===== config.mk =====
export PLATFORM = sky130hd
export DESIGN_NAME = ili9341_controller
export DESIGN_NICKNAME = d
export VERILOG_FILES = /design/src/verilog/lcd_cmd_pkg.sv /design/src/verilog/lcd_ctrl_pkg.sv /design/src/verilog/init_rom.sv /design/src/verilog/spi_master.sv /design/src/verilog/init_sequencer.sv /design/src/verilog/pixel_streamer.sv /design/src/verilog/ili9341_controller.sv
export SDC_FILE = /design/constraint.sdc
export NUM_CORES = 1
export LEC_CHECK = 0
export BUFFER_PORTS_ARGS = -buffer_cell sky130_fd_sc_hd__buf_2
export CORE_AREA = 2 2 99 101
export CTS_CLUSTER_DIAMETER = 150
export DETAILED_ROUTE_END_ITERATION = 10
export DIE_AREA = 0 0 101 103
export GPL_ROUTABILITY_DRIVEN = 0
export SLEW_MARGIN = 20
export SYNTH_ARGS = -nofsm -noshare
export SYNTH_HDL_FRONTEND = slang
export SYNTH_HIERARCHICAL = 1
export SYNTH_SLANG_ARGS = --single-unit

===== constraint.sdc =====
create_clock -name clk -period 7.8 [get_ports clk]
set_clock_uncertainty 0.1 [all_clocks]
set_input_delay 1.56 -clock clk [delete_from_list [all_inputs] [get_ports clk]]
set_output_delay 1.56 -clock clk [all_outputs]
set_load 0.01 [all_outputs]

===== src/verilog/lcd_cmd_pkg.sv =====
package lcd_cmd_pkg;

    // ------------------------------------------------------------
    // ILI9341 opcodes used by the power-up script
    // ------------------------------------------------------------
    typedef enum logic [7:0] {
        cmd_swreset   = 8'h01,  // Software reset
        cmd_slpout    = 8'h11,  // Sleep out
        cmd_gammaset  = 8'h26,
        cmd_dispon    = 8'h29,  // Display on
        cmd_caset     = 8'h2A,  // Column address set
        cmd_paset     = 8'h2B,  // Page address set
        cmd_ramwr     = 8'h2C,  // Memory write
        cmd_madctl    = 8'h36,  // Memory access control
        cmd_vscradd   = 8'h37,
        cmd_colmod    = 8'h3A,  // Pixel format
        cmd_frmcrn1   = 8'hB1,  // Frame rate, normal mode
        cmd_disctrl   = 8'hB6,
        cmd_pwctr1    = 8'hC0,
        cmd_pwctr2    = 8'hC1,
        cmd_vmctr1    = 8'hC5,  // VCOM control 1
        cmd_vmctr2    = 8'hC7,  // VCOM control 2
        cmd_powera    = 8'hCB,
        cmd_powerb    = 8'hCF,
        cmd_dtca      = 8'hE8,  // Driver timing A
        cmd_dtcb      = 8'hEA,  // Driver timing B
        cmd_power_seq = 8'hED,
        cmd_gamma3_en = 8'hF2,
        cmd_prc       = 8'hF7   // Pump ratio
    } lcd_cmd_t;

    // MADCTL rotation and colour order bits
    localparam logic [7:0] madctl_my  = 8'h80;
    localparam logic [7:0] madctl_mx  = 8'h40;
    localparam logic [7:0] madctl_mv  = 8'h20;
    localparam logic [7:0] madctl_bgr = 8'h08;

    // ------------------------------------------------------------
    // Script segment boundaries
    // ------------------------------------------------------------
    localparam logic [6:0] script_len   = 7'd66;
    localparam logic [6:0] cfg_first    = 7'd1;   // After SWRESET
    localparam logic [6:0] cfg_last     = 7'd51;  // SLPOUT closes the block
    localparam logic [6:0] dispon_idx   = 7'd52;
    localparam logic [6:0] window_first = 7'd53;  // MADCTL
    localparam logic [6:0] script_last  = script_len - 7'd1;  // RAMWR

endpackage


===== src/verilog/lcd_ctrl_pkg.sv =====
package lcd_ctrl_pkg;

    localparam int byte_bits  = 8;
    localparam int idx_bits   = 7;
    localparam int pixel_bits = 16;

    typedef logic [idx_bits-1:0]   script_idx_t;
    typedef logic [pixel_bits-1:0] pixel_t;  // RGB565

    typedef struct packed {
        logic                 dc;    // 0 command, 1 data
        logic [byte_bits-1:0] data;
    } spi_word_t;

    typedef struct packed {
        logic      start;  // Only valid while idle is high
        spi_word_t word;
    } spi_req_t;

    typedef enum logic [3:0] {
        start,
        send_reset,
        wait_reset,
        send_config,
        wait_config,
        send_dispon,
        wait_dispon,
        send_window,
        frame_loop,
        wait_frame
    } seq_state_t;

endpackage


===== src/verilog/init_rom.sv =====
`timescale 1ns/1ps

module init_rom (
    input  lcd_ctrl_pkg::script_idx_t script_idx,
    output lcd_ctrl_pkg::spi_word_t   script_word
);
    import lcd_cmd_pkg::*;
    import lcd_ctrl_pkg::*;

    function automatic spi_word_t op(input lcd_cmd_t code);
        return '{dc: 1'b0, data: code};
    endfunction

    function automatic spi_word_t arg(input logic [byte_bits-1:0] value);
        return '{dc: 1'b1, data: value};
    endfunction

    always_comb begin
        case (script_idx)
            7'd0:  script_word = op(cmd_swreset);
            // ------------------------------------------------------------
            // Configuration block, no gamma tables
            // ------------------------------------------------------------
            7'd1:  script_word = op(cmd_powera);
            7'd2:  script_word = arg(8'h39);
            7'd3:  script_word = arg(8'h2C);
            7'd4:  script_word = arg(8'h00);
            7'd5:  script_word = arg(8'h34);
            7'd6:  script_word = arg(8'h02);
            7'd7:  script_word = op(cmd_powerb);
            7'd8:  script_word = arg(8'h00);
            7'd9:  script_word = arg(8'hC1);
            7'd10: script_word = arg(8'h30);
            7'd11: script_word = op(cmd_dtca);
            7'd12: script_word = arg(8'h85);
            7'd13: script_word = arg(8'h00);
            7'd14: script_word = arg(8'h78);
            7'd15: script_word = op(cmd_dtcb);
            7'd16: script_word = arg(8'h00);
            7'd17: script_word = arg(8'h00);
            7'd18: script_word = op(cmd_power_seq);
            7'd19: script_word = arg(8'h64);
            7'd20: script_word = arg(8'h03);
            7'd21: script_word = arg(8'h12);
            7'd22: script_word = arg(8'h81);
            7'd23: script_word = op(cmd_prc);
            7'd24: script_word = arg(8'h20);
            7'd25: script_word = op(cmd_pwctr1);
            7'd26: script_word = arg(8'h23);  // GVDD level
            7'd27: script_word = op(cmd_pwctr2);
            7'd28: script_word = arg(8'h10);
            7'd29: script_word = op(cmd_vmctr1);
            7'd30: script_word = arg(8'h3E);
            7'd31: script_word = arg(8'h28);
            7'd32: script_word = op(cmd_vmctr2);
            7'd33: script_word = arg(8'h86);
            7'd34: script_word = op(cmd_madctl);
            7'd35: script_word = arg(madctl_mx | madctl_bgr);  // Portrait
            7'd36: script_word = op(cmd_vscradd);
            7'd37: script_word = arg(8'h00);
            7'd38: script_word = op(cmd_colmod);
            7'd39: script_word = arg(8'h55);  // 16 bit per pixel
            7'd40: script_word = op(cmd_frmcrn1);
            7'd41: script_word = arg(8'h00);
            7'd42: script_word = arg(8'h18);
            7'd43: script_word = op(cmd_disctrl);
            7'd44: script_word = arg(8'h08);
            7'd45: script_word = arg(8'h82);
            7'd46: script_word = arg(8'h27);
            7'd47: script_word = op(cmd_gamma3_en);
            7'd48: script_word = arg(8'h00);  // 3-gamma off
            7'd49: script_word = op(cmd_gammaset);
            7'd50: script_word = arg(8'h01);
            7'd51: script_word = op(cmd_slpout);
            7'd52: script_word = op(cmd_dispon);
            // ------------------------------------------------------------
            // Rotation and full-screen window
            // ------------------------------------------------------------
            7'd53: script_word = op(cmd_madctl);
            7'd54: script_word = arg(madctl_mx | madctl_my | madctl_mv | madctl_bgr);
            7'd55: script_word = op(cmd_caset);
            7'd56: script_word = arg(8'h00);
            7'd57: script_word = arg(8'h00);
            7'd58: script_word = arg(8'h01);
            7'd59: script_word = arg(8'h3F);  // Column 319
            7'd60: script_word = op(cmd_paset);
            7'd61: script_word = arg(8'h00);
            7'd62: script_word = arg(8'h00);
            7'd63: script_word = arg(8'h00);
            7'd64: script_word = arg(8'hEF);  // Page 239
            7'd65: script_word = op(cmd_ramwr);
            default: script_word = '0;  // NOP
        endcase
    end

endmodule


===== src/verilog/spi_master.sv =====
`timescale 1ns/1ps

module spi_master (
    input  logic                   clk,
    input  logic                   rst,
    input  lcd_ctrl_pkg::spi_req_t spi_req,
    output logic                   idle,
    output logic                   spi_mosi,
    output logic                   spi_sck,
    output logic                   spi_cs,
    output logic                   spi_dc
);
    import lcd_ctrl_pkg::*;

    logic                         busy;
    logic [byte_bits-1:0]         shift_reg;
    logic [$clog2(byte_bits)-1:0] bit_cnt;

    assign idle     = ~busy;
    assign spi_cs   = ~busy;
    assign spi_mosi = shift_reg[byte_bits-1];  // MSB first

    always_ff @(posedge clk) begin
        if (!rst) begin
            busy    <= 1'b0;
            spi_sck <= 1'b0;
        end else if (!busy) begin
            if (spi_req.start) begin
                busy <= 1'b1;
            end
        end else if (!spi_sck) begin
            spi_sck <= 1'b1;  // Display samples here
        end else begin
            spi_sck <= 1'b0;
            if (bit_cnt == $clog2(byte_bits)'(byte_bits - 1)) begin
                busy <= 1'b0;
            end
        end
    end

    // Payload and bit position
    always_ff @(posedge clk) begin
        if (!busy && spi_req.start) begin
            shift_reg <= spi_req.word.data;
            spi_dc    <= spi_req.word.dc;
            bit_cnt   <= '0;
        end else if (busy && spi_sck) begin
            shift_reg <= shift_reg << 1;  // Next bit while sck is low
            bit_cnt   <= bit_cnt + 1'b1;
        end
    end

    // Requesters may only strobe while the serializer is free
    a_start_when_idle : assert property (
        @(posedge clk) disable iff (!rst) spi_req.start |-> idle
    );

endmodule


===== src/verilog/init_sequencer.sv =====
`timescale 1ns/1ps

module init_sequencer #(
    parameter int delay_cycles = 2500000
) (
    input  logic                      clk,
    input  logic                      rst,
    input  logic                      idle,
    input  logic                      frame_done,
    output lcd_ctrl_pkg::script_idx_t script_idx,
    input  lcd_ctrl_pkg::spi_word_t   script_word,
    output lcd_ctrl_pkg::spi_req_t    cmd_req,
    output logic                      stream_en
);
    import lcd_cmd_pkg::*;
    import lcd_ctrl_pkg::*;

    localparam int cnt_bits = $clog2(delay_cycles + 1);
    localparam logic [cnt_bits-1:0] delay_last = cnt_bits'(delay_cycles - 1);

    seq_state_t          state;
    seq_state_t          state_nxt;
    logic [cnt_bits-1:0] delay_cnt;
    script_idx_t         seg_last;    // Last word of the current segment
    script_idx_t         next_first;  // Index loaded when a wait ends
    logic                in_send;
    logic                in_wait;
    logic                seg_done;
    logic                delay_done;

    always_comb begin
        in_send    = 1'b1;
        in_wait    = 1'b0;
        seg_last   = '0;
        next_first = '0;
        case (state)
            send_reset:  seg_last = cfg_first - 7'd1;
            send_config: seg_last = cfg_last;
            send_dispon: seg_last = dispon_idx;
            send_window: seg_last = script_last;
            wait_reset: begin
                in_send    = 1'b0;
                in_wait    = 1'b1;
                next_first = cfg_first;
            end
            wait_config: begin
                in_send    = 1'b0;
                in_wait    = 1'b1;
                next_first = dispon_idx;
            end
            wait_dispon: begin
                in_send    = 1'b0;
                in_wait    = 1'b1;
                next_first = window_first;
            end
            default: in_send = 1'b0;
        endcase
    end

    assign seg_done   = idle & (script_idx == seg_last + 7'd1);  // Last word out, line free
    assign delay_done = (delay_cnt == delay_last);
    assign cmd_req    = '{start: in_send & idle & ~seg_done, word: script_word};
    assign stream_en  = (state == frame_loop);

    // ------------------------------------------------------------
    // Power-up FSM
    // ------------------------------------------------------------
    always_comb begin
        case (state)
            start:       state_nxt = send_reset;
            send_reset:  state_nxt = seg_done ? wait_reset : send_reset;
            wait_reset:  state_nxt = delay_done ? send_config : wait_reset;
            send_config: state_nxt = seg_done ? wait_config : send_config;
            wait_config: state_nxt = delay_done ? send_dispon : wait_config;
            send_dispon: state_nxt = seg_done ? wait_dispon : send_dispon;
            wait_dispon: state_nxt = delay_done ? send_window : wait_dispon;
            send_window: state_nxt = seg_done ? frame_loop : send_window;
            frame_loop:  state_nxt = frame_done ? wait_frame : frame_loop;
            wait_frame:  state_nxt = frame_done ? wait_frame : frame_loop;
            default:     state_nxt = start;
        endcase
    end

    always_ff @(posedge clk) begin
        if (!rst) begin
            state      <= start;
            script_idx <= '0;
            delay_cnt  <= '0;
        end else begin
            state <= state_nxt;
            if (cmd_req.start) begin
                script_idx <= script_idx + script_idx_t'(1);
            end else if (in_wait && delay_done) begin
                script_idx <= next_first;
            end
            if (in_wait && !delay_done) begin
                delay_cnt <= delay_cnt + 1'b1;
            end else begin
                delay_cnt <= '0;  // Restarts on every wait entry
            end
        end
    end

    a_idx_in_script : assert property (
        @(posedge clk) disable iff (!rst) cmd_req.start |-> (script_idx <= script_last)
    );

endmodule


===== src/verilog/pixel_streamer.sv =====
`timescale 1ns/1ps

module pixel_streamer (
    input  logic                   clk,
    input  logic                   rst,
    input  logic                   stream_en,
    input  logic                   idle,
    input  lcd_ctrl_pkg::pixel_t   input_data,
    input  lcd_ctrl_pkg::spi_req_t cmd_req,
    output lcd_ctrl_pkg::spi_req_t spi_req,
    output logic                   data_clk
);
    import lcd_ctrl_pkg::*;

    logic                 low_phase;  // Next byte is the low byte
    logic [byte_bits-1:0] low_byte;   // Held since the source moves on
    logic                 launch;
    spi_req_t             pix_req;

    assign launch = stream_en & idle;

    always_comb begin
        pix_req.start   = launch;
        pix_req.word.dc = 1'b1;
        if (low_phase) begin
            pix_req.word.data = low_byte;
        end else begin
            pix_req.word.data = input_data[pixel_bits-1 -: byte_bits];
        end
    end

    always_ff @(posedge clk) begin
        if (!rst) begin
            low_phase <= 1'b0;
        end else if (!stream_en) begin
            low_phase <= 1'b0;  // Resume with a high byte
        end else if (idle) begin
            low_phase <= ~low_phase;
        end
    end

    always_ff @(posedge clk) begin
        if (launch && !low_phase) begin
            low_byte <= input_data[byte_bits-1:0];
        end
    end

    assign data_clk = low_phase;  // Rises once the high byte is out
    assign spi_req  = stream_en ? pix_req : cmd_req;

endmodule


===== src/verilog/ili9341_controller.sv =====
`timescale 1ns/1ps

module ili9341_controller #(
    parameter int delay_cycles = 2500000  // About 100 ms per wait
) (
    input  logic                 clk,
    input  logic                 rst,
    input  lcd_ctrl_pkg::pixel_t input_data,
    input  logic                 frame_done,
    output logic                 spi_mosi,
    output logic                 spi_sck,
    output logic                 spi_cs,
    output logic                 spi_dc,
    output logic                 data_clk
);
    import lcd_ctrl_pkg::*;

    script_idx_t script_idx;
    spi_word_t   script_word;
    spi_req_t    cmd_req;
    spi_req_t    spi_req;
    logic        idle;
    logic        stream_en;

    init_rom u_init_rom (
        .script_idx  (script_idx),
        .script_word (script_word)
    );

    init_sequencer #(
        .delay_cycles (delay_cycles)
    ) u_init_sequencer (
        .clk         (clk),
        .rst         (rst),
        .idle        (idle),
        .frame_done  (frame_done),
        .script_idx  (script_idx),
        .script_word (script_word),
        .cmd_req     (cmd_req),
        .stream_en   (stream_en)
    );

    pixel_streamer u_pixel_streamer (
        .clk        (clk),
        .rst        (rst),
        .stream_en  (stream_en),
        .idle       (idle),
        .input_data (input_data),
        .cmd_req    (cmd_req),
        .spi_req    (spi_req),
        .data_clk   (data_clk)
    );

    spi_master u_spi_master (
        .clk      (clk),
        .rst      (rst),
        .spi_req  (spi_req),
        .idle     (idle),
        .spi_mosi (spi_mosi),
        .spi_sck  (spi_sck),
        .spi_cs   (spi_cs),
        .spi_dc   (spi_dc)
    );

endmodule


## Word level (Yosys, flattened, before mapping)

Memories as Yosys holds them, arrays and structs flattened. A register that Yosys moved wholly into a read port is not among the register bits.
Index checks and enable logic that the tools add are counted.

- Reduce and logical (&&, ||, !) cells: 16
- Equality and inequality tests: 12
- Muxes and demuxes: 26
- Bitwise operators: 7
- $add $sub $neg: 4

Operators with widths:

| kind | count |
|---|---|
| one-hot mux 4 bit (9 select lines) | 1 |
| 2-to-1 mux 7 bit | 4 |
| 2-to-1 mux 8 bit | 3 |
| adder 22 x 1 -> 22 bit (second input constant) | 1 |
| == test 22 bit (second input constant) | 1 |
| one-hot mux 7 bit (3 select lines) | 1 |
| one-hot mux 6 bit (3 select lines) | 1 |
| == test 4 x 3 -> 1 bit (second input constant) | 4 |
| adder 7 x 1 -> 7 bit (second input constant) | 2 |
| 2-to-1 mux 1 bit | 11 |
| 2-to-1 mux 10 bit | 1 |
| == test 4 x 2 -> 1 bit (second input constant) | 2 |
| == test 4 bit (second input constant) | 2 |
| == test 7 bit | 1 |
| logical AND 1 bit | 5 |
| bitwise AND 1 bit | 4 |
| == test 4 x 1 -> 1 bit (second input constant) | 1 |
| zero test 4 bit | 1 |
| 2-to-1 mux 2 bit | 2 |
| 2-to-1 mux 4 bit | 1 |
| AND reduction 2 bit | 2 |
| nonzero test 2 bit | 2 |
| OR reduction 4 bit | 1 |
| adder 3 x 1 -> 3 bit (second input constant) | 1 |
| 6 further kinds | 10 |

- ROM bits: 1152
- Memories kept: 1
- Bits of input ports: 19
- Output and inout port bits: 5
- Flip-flop bits (word level): 56

Memory list:

| memory | words | bits a word | rd ports | clocked after Yosys merged registers in | wr ports | RTL line | text |
|---|---|---|---|---|---|---|---|
| (name not given) | 128 | 9 | 1 | 1 | 0 | init_rom.sv:19 | `case (script_idx)` |

## Depth between registers and ports, before layout

- Depth after elaboration: 10
- Depth in mapped cells: 12
- Mapped depth without buffers: 10

## Modules after synthesis

Netlist, hierarchy kept.

By module, submodules not included:

| module | area each (sq um) | sequential area each (sq um) | cells each | times used |
|---|---|---|---|---|
| init_sequencer | 1806.7 | 660.6 | 212 | 1 |
| init_rom | 1171.1 | 0.0 | 168 | 1 |
| spi_master | 638.1 | 370.4 | 39 | 1 |
| pixel_streamer | 469.2 | 260.2 | 43 | 1 |

## Least setup slack after synthesis

No wires, ideal clock.

- Path type: reg2reg
- Start: reg u_init_sequencer.script_idx[0]
- End: reg u_spi_master.shift_reg[1], data pin
- Data required time: 7.440 ns
- Library setup time: 0.260 ns
- Cell stages (with the launch flop): 13
- Setup slack: 4.922 ns
- Period minus slack after synthesis: 2.878 ns
- Arrival time: 2.518 ns
- Path through: dfxtp_1 > clkbuf_1 > inv_2 > ha_1 > buf_4 > nor3_1 > a21oi_1 > mux4_2 > a21o_1 > buf_4 > nor2_1 > a21oi_1 > mux2_4

- Word-level cells in the longest chain between the ends: 7

RTL lines:

| what | RTL line | text |
|---|---|---|
| start, declared | init_sequencer.sv:10 | `output lcd_ctrl_pkg::script_idx_t script_idx,` |
| start signal, assigned | init_sequencer.sv:92 | `script_idx <= script_idx + script_idx_t'(1);` |
| start signal, assigned | init_sequencer.sv:94 | `script_idx <= next_first;` |
| == test 7 bit | init_sequencer.sv:60 | `assign seg_done = idle & (script_idx == seg_last + 7'd1);` |
| bitwise AND 1 bit | init_sequencer.sv:60 |  |
| inverter 1 bit | init_sequencer.sv:62 | `assign cmd_req = '{start: in_send & idle & ~seg_done, word: script_word};` |
| bitwise AND 1 bit | init_sequencer.sv:62 |  |
| 2-to-1 mux 10 bit | pixel_streamer.sv:49 | `assign spi_req = stream_en ? pix_req : cmd_req;` |
| logical AND 1 bit | spi_master.sv:43 | `if (!busy && spi_req.start) begin` |
| 2-to-1 mux 8 bit | spi_master.sv:43 |  |
| end signal, assigned | spi_master.sv:44 | `shift_reg <= spi_req.word.data;` |
| end signal, assigned | spi_master.sv:48 | `shift_reg <= shift_reg << 1;` |
| end, declared | spi_master.sv:16 | `logic [byte_bits-1:0] shift_reg;` |

Every way passes these cells.
A chain may end at the register's enable or synchronous reset.

==> impl_metrics.yaml <==
routing:
  avgRoutedWirePerCell_um: 15.40
  route.vias.total: 3294
  drt-vias-per-instance: 5.799
  ant_nets: 0
  finalWirelength_um: 8745
  drcViolationCount: 0
  initialDrtViolationCount: 236
  dr.pass1.iters: 5
yosys:
  synth-main-ff-cell: "dfxtp_1"
  yosys.cell_types.count: 75
  syn_area_per_cell_sq_um: 8.842
  seq_area_frac_synth: 0.3161
  netlist_instances: 462
  synth_async_sr_flop_share: 0
  syn-num-nets: 493
  ys_warn_count: 6
  synthesis.area_sq_um: 4085
  synth_edf_count: 17
  ys_seq_elements: 56
timing:
  slew_viol_final: 0
  post-route-min-period_ns: 3.078
  worstMarginPinSlew_ns: 0.7019
  period_share: 0.3946
  finalSetupViolations: 0
  fmax_mhz: 324.9
  whs_ns: 0.3719
  tns_ns: 0
  finalHoldViolCount: 0
  rsz0062_at_grt: "no"
  relSlewSlack: 0.5314
global_route:
  grt_usage: 0.1706
  grt_pass1_vias: 2971
  grt_start_max_net_pins: 49
  overflow: 0
  antenna_found_initial: 0
  grt_first_pass_wirelength_um: 14370
worst_setup_path:
  cp_max_fo: 9
  worstSetupStartpointType: "flip-flop"
  path_cells: "inv_1 -> o31a_1 -> o211ai_2 -> nand2_2 -> inv_2 -> inv_1 -> o21ai_0 -> nor2b_4 -> mux2_4"
  cpMaxStageDelayCell: "dfxtp_1"
  arrival_ns: 3.04
  worstPathRequired_ns: 7.76
  crit_path_end_kind: "flip-flop"
  path_class: "reg2reg"
  r2r-end: "u_spi_master/shift_reg[3]"
  crit_top_cell: "inv_1"
  max_stage_delay_ns: 0.54
  reg2reg_depth: 9
  reg2reg_slack_ns: 4.72
  r2r-start: "u_init_sequencer/state[0]"
cts:
  htree_levels: 2
  cts_buffers: 5
  clockBufferDepth: 2
  cts_root_buffer: "clkbuf_8"
  ctsHoldBuffers: 0
  worstSkewPairLatency_ns: 0.31
  cts-resized-gates: 0
  cts_setup_buffers: 0
  cts_tree: "done"
  cts_num_sinks: 56
  clk_pin_slew_ns: 0.09
placed_design:
  port_buffers: 23
  dp_hpwl_um: 6123
hold_path:
  hold_path_class: "reg2reg"
  min_to: "u_init_sequencer/delay_cnt[0]"
  hold_depth: 1
  hold_start: "u_init_sequencer/delay_cnt[0]"
die:
  die_w_um: 101
  fp.dieH_um: 103
  rows: 36
  io_pins: 24
  initial_core_util: 0.4319
  die_area_sq_um: 10400
  core_area_sq_um: 9459
final_layout:
  num-fill-cells: 924
  diodes: 0
  nets: 484
  largest_reg_flops: 22
  drive_gt1_frac: 0.1696
  area_delta_synth_final_pct: 2.910
status:
  outcome: "finished, final reports clean"
job:
  drv_cap: 0
pwr:
  peakVddDrop_v: 0.00009384
  p_leak_nw: 1.523
  power.density_nw_per_um2: 181.3
## cells by family after synthesis
logic type / share of synthesized area
and+or+nand+nor: 0.2377
DFF: 0.3161
buffers and inverters: 0.08698
xor gates and xnor gates: 0.04931
adders and majority gates: 0.03675
AOI/OAI and AO/OA: 0.1804
muxes: 0.09280
## worst max-delay path, delay by kind of cell, from the launching register on
family	cells	cell delay, ns
flops	1	0.54
mux	1	0.34
simple gates	2	0.58
buf+inv	3	0.39
compound gates	3	0.88
## cells in the mapped netlist (3+ instances only)
master,instances,share of area
nor3_1,11,0.013
nor2b_1,9,0.014
nand4_1,3,0.0046
dfxtp_1,39,0.19
edfxtp_1,17,0.12
nor3b_1,5,0.0092
nand2b_1,9,0.014
nand3b_1,4,0.0074
nand3_1,17,0.021
mux2_2,6,0.017
xor2_1,13,0.028
or2_2,3,0.0046
inv_2,5,0.0046
buf_4,18,0.033
buf_6,5,0.014
o21ai_0,12,0.015
a21o_1,3,0.0055
mux4_2,3,0.017
mux2i_1,11,0.027
ha_1,12,0.037
nor2_1,49,0.045
inv_1,12,0.011
a31oi_1,7,0.011
and3_1,6,0.0092
xnor2_1,10,0.021
o21a_1,4,0.0074
o211ai_1,9,0.017
o21ai_1,5,0.0061
a211oi_1,4,0.0074
a311oi_1,3,0.0064
nand2_1,35,0.032
a21oi_1,26,0.032
clkbuf_1,8,0.0074
and2_1,3,0.0046
o211a_1,3,0.0074
o31ai_1,7,0.013
mux2_4,8,0.029
buf_2,10,0.012
## per-stage QoR
stage          area (sq um)    util  std cells  setup slack (ns)  total power, mW
3_3_place_gp           4074  0.4307        560             4.712           0.5581
2_1_floorplan          4085       -        462             4.922           0.5374
3_5_place_dp           4074  0.4307        560             4.737           0.5604
5_1_grt                4204  0.4444        568             4.489           0.8059
6_report               4204  0.4444        568             4.722           0.7622
4_1_cts                4202  0.4442        568             4.707           0.7701
## final cells by class
cell class | count | area (sq um) | area share
flip-flops and latches | 56 | 1291 | 0.3071
inverters | 17 | 63.81 | 0.01518
clock buffers | 7 | 97.59 | 0.02321
repair buffers | 26 | 137.6 | 0.03274
clock inverters | 1 | 30.03 | 0.007143
multi-input cells | 347 | 2441 | 0.5807
well taps | 114 | 142.6 | 0.03393
## cell usage in the layout, fill, tap and decap left out, types with 5 or more instances in the layout
cell      count
a31oi_1       7
o211ai_1      9
edfxtp_1     17
nor3b_1       5
o21ai_0      12
nand3_1      17
inv_2         5
nor2_1       48
nor2b_1       9
nand2b_1      9
and3_1        6
mux2i_1      11
a21oi_1      26
o21ai_1       5
ha_1         12
inv_1        12
xor2_1       13
mux2_4        8
mux2_2        6
dfxtp_1      39
buf_2        23
o31ai_1       7
clkbuf_8      5
nor3_1       11
nand2_1      35
xnor2_1      10
## report_power, final
part | switching (mW) | internal [mW]
combinational | 0.117 | 0.0940
clock | 0.0914 | 0.115
sequential | 0.0206 | 0.324
total | 0.229 | 0.533
## worst max-delay path by stage
| stage | startpoint | endpoint |
|---|---|---|
| floorplan | u_init_sequencer/script_idx[0] | u_spi_master/shift_reg[1] |
| global placement | u_init_sequencer/state[1] | u_spi_master/shift_reg[6] |
| detailed placement | u_init_sequencer/state[1] | u_spi_master/shift_reg[6] |
| CTS | u_init_sequencer/script_idx[0] | u_spi_master/shift_reg[3] |
| global route | u_init_sequencer/script_idx[0] | u_spi_master/shift_reg[3] |
| finish | u_init_sequencer/state[0] | u_spi_master/shift_reg[3] |
## layer usage
metal,vias to the layer above,share of wire,track usage
met5,-,0,0
met4,0,0.021,0.05821
met3,12,0.043,0.02780
met2,85,0.48,0.2867
met1,1553,0.46,0.2239
li1,1644,-,-
Note: power is estimated with default switching activity, not from simulation.
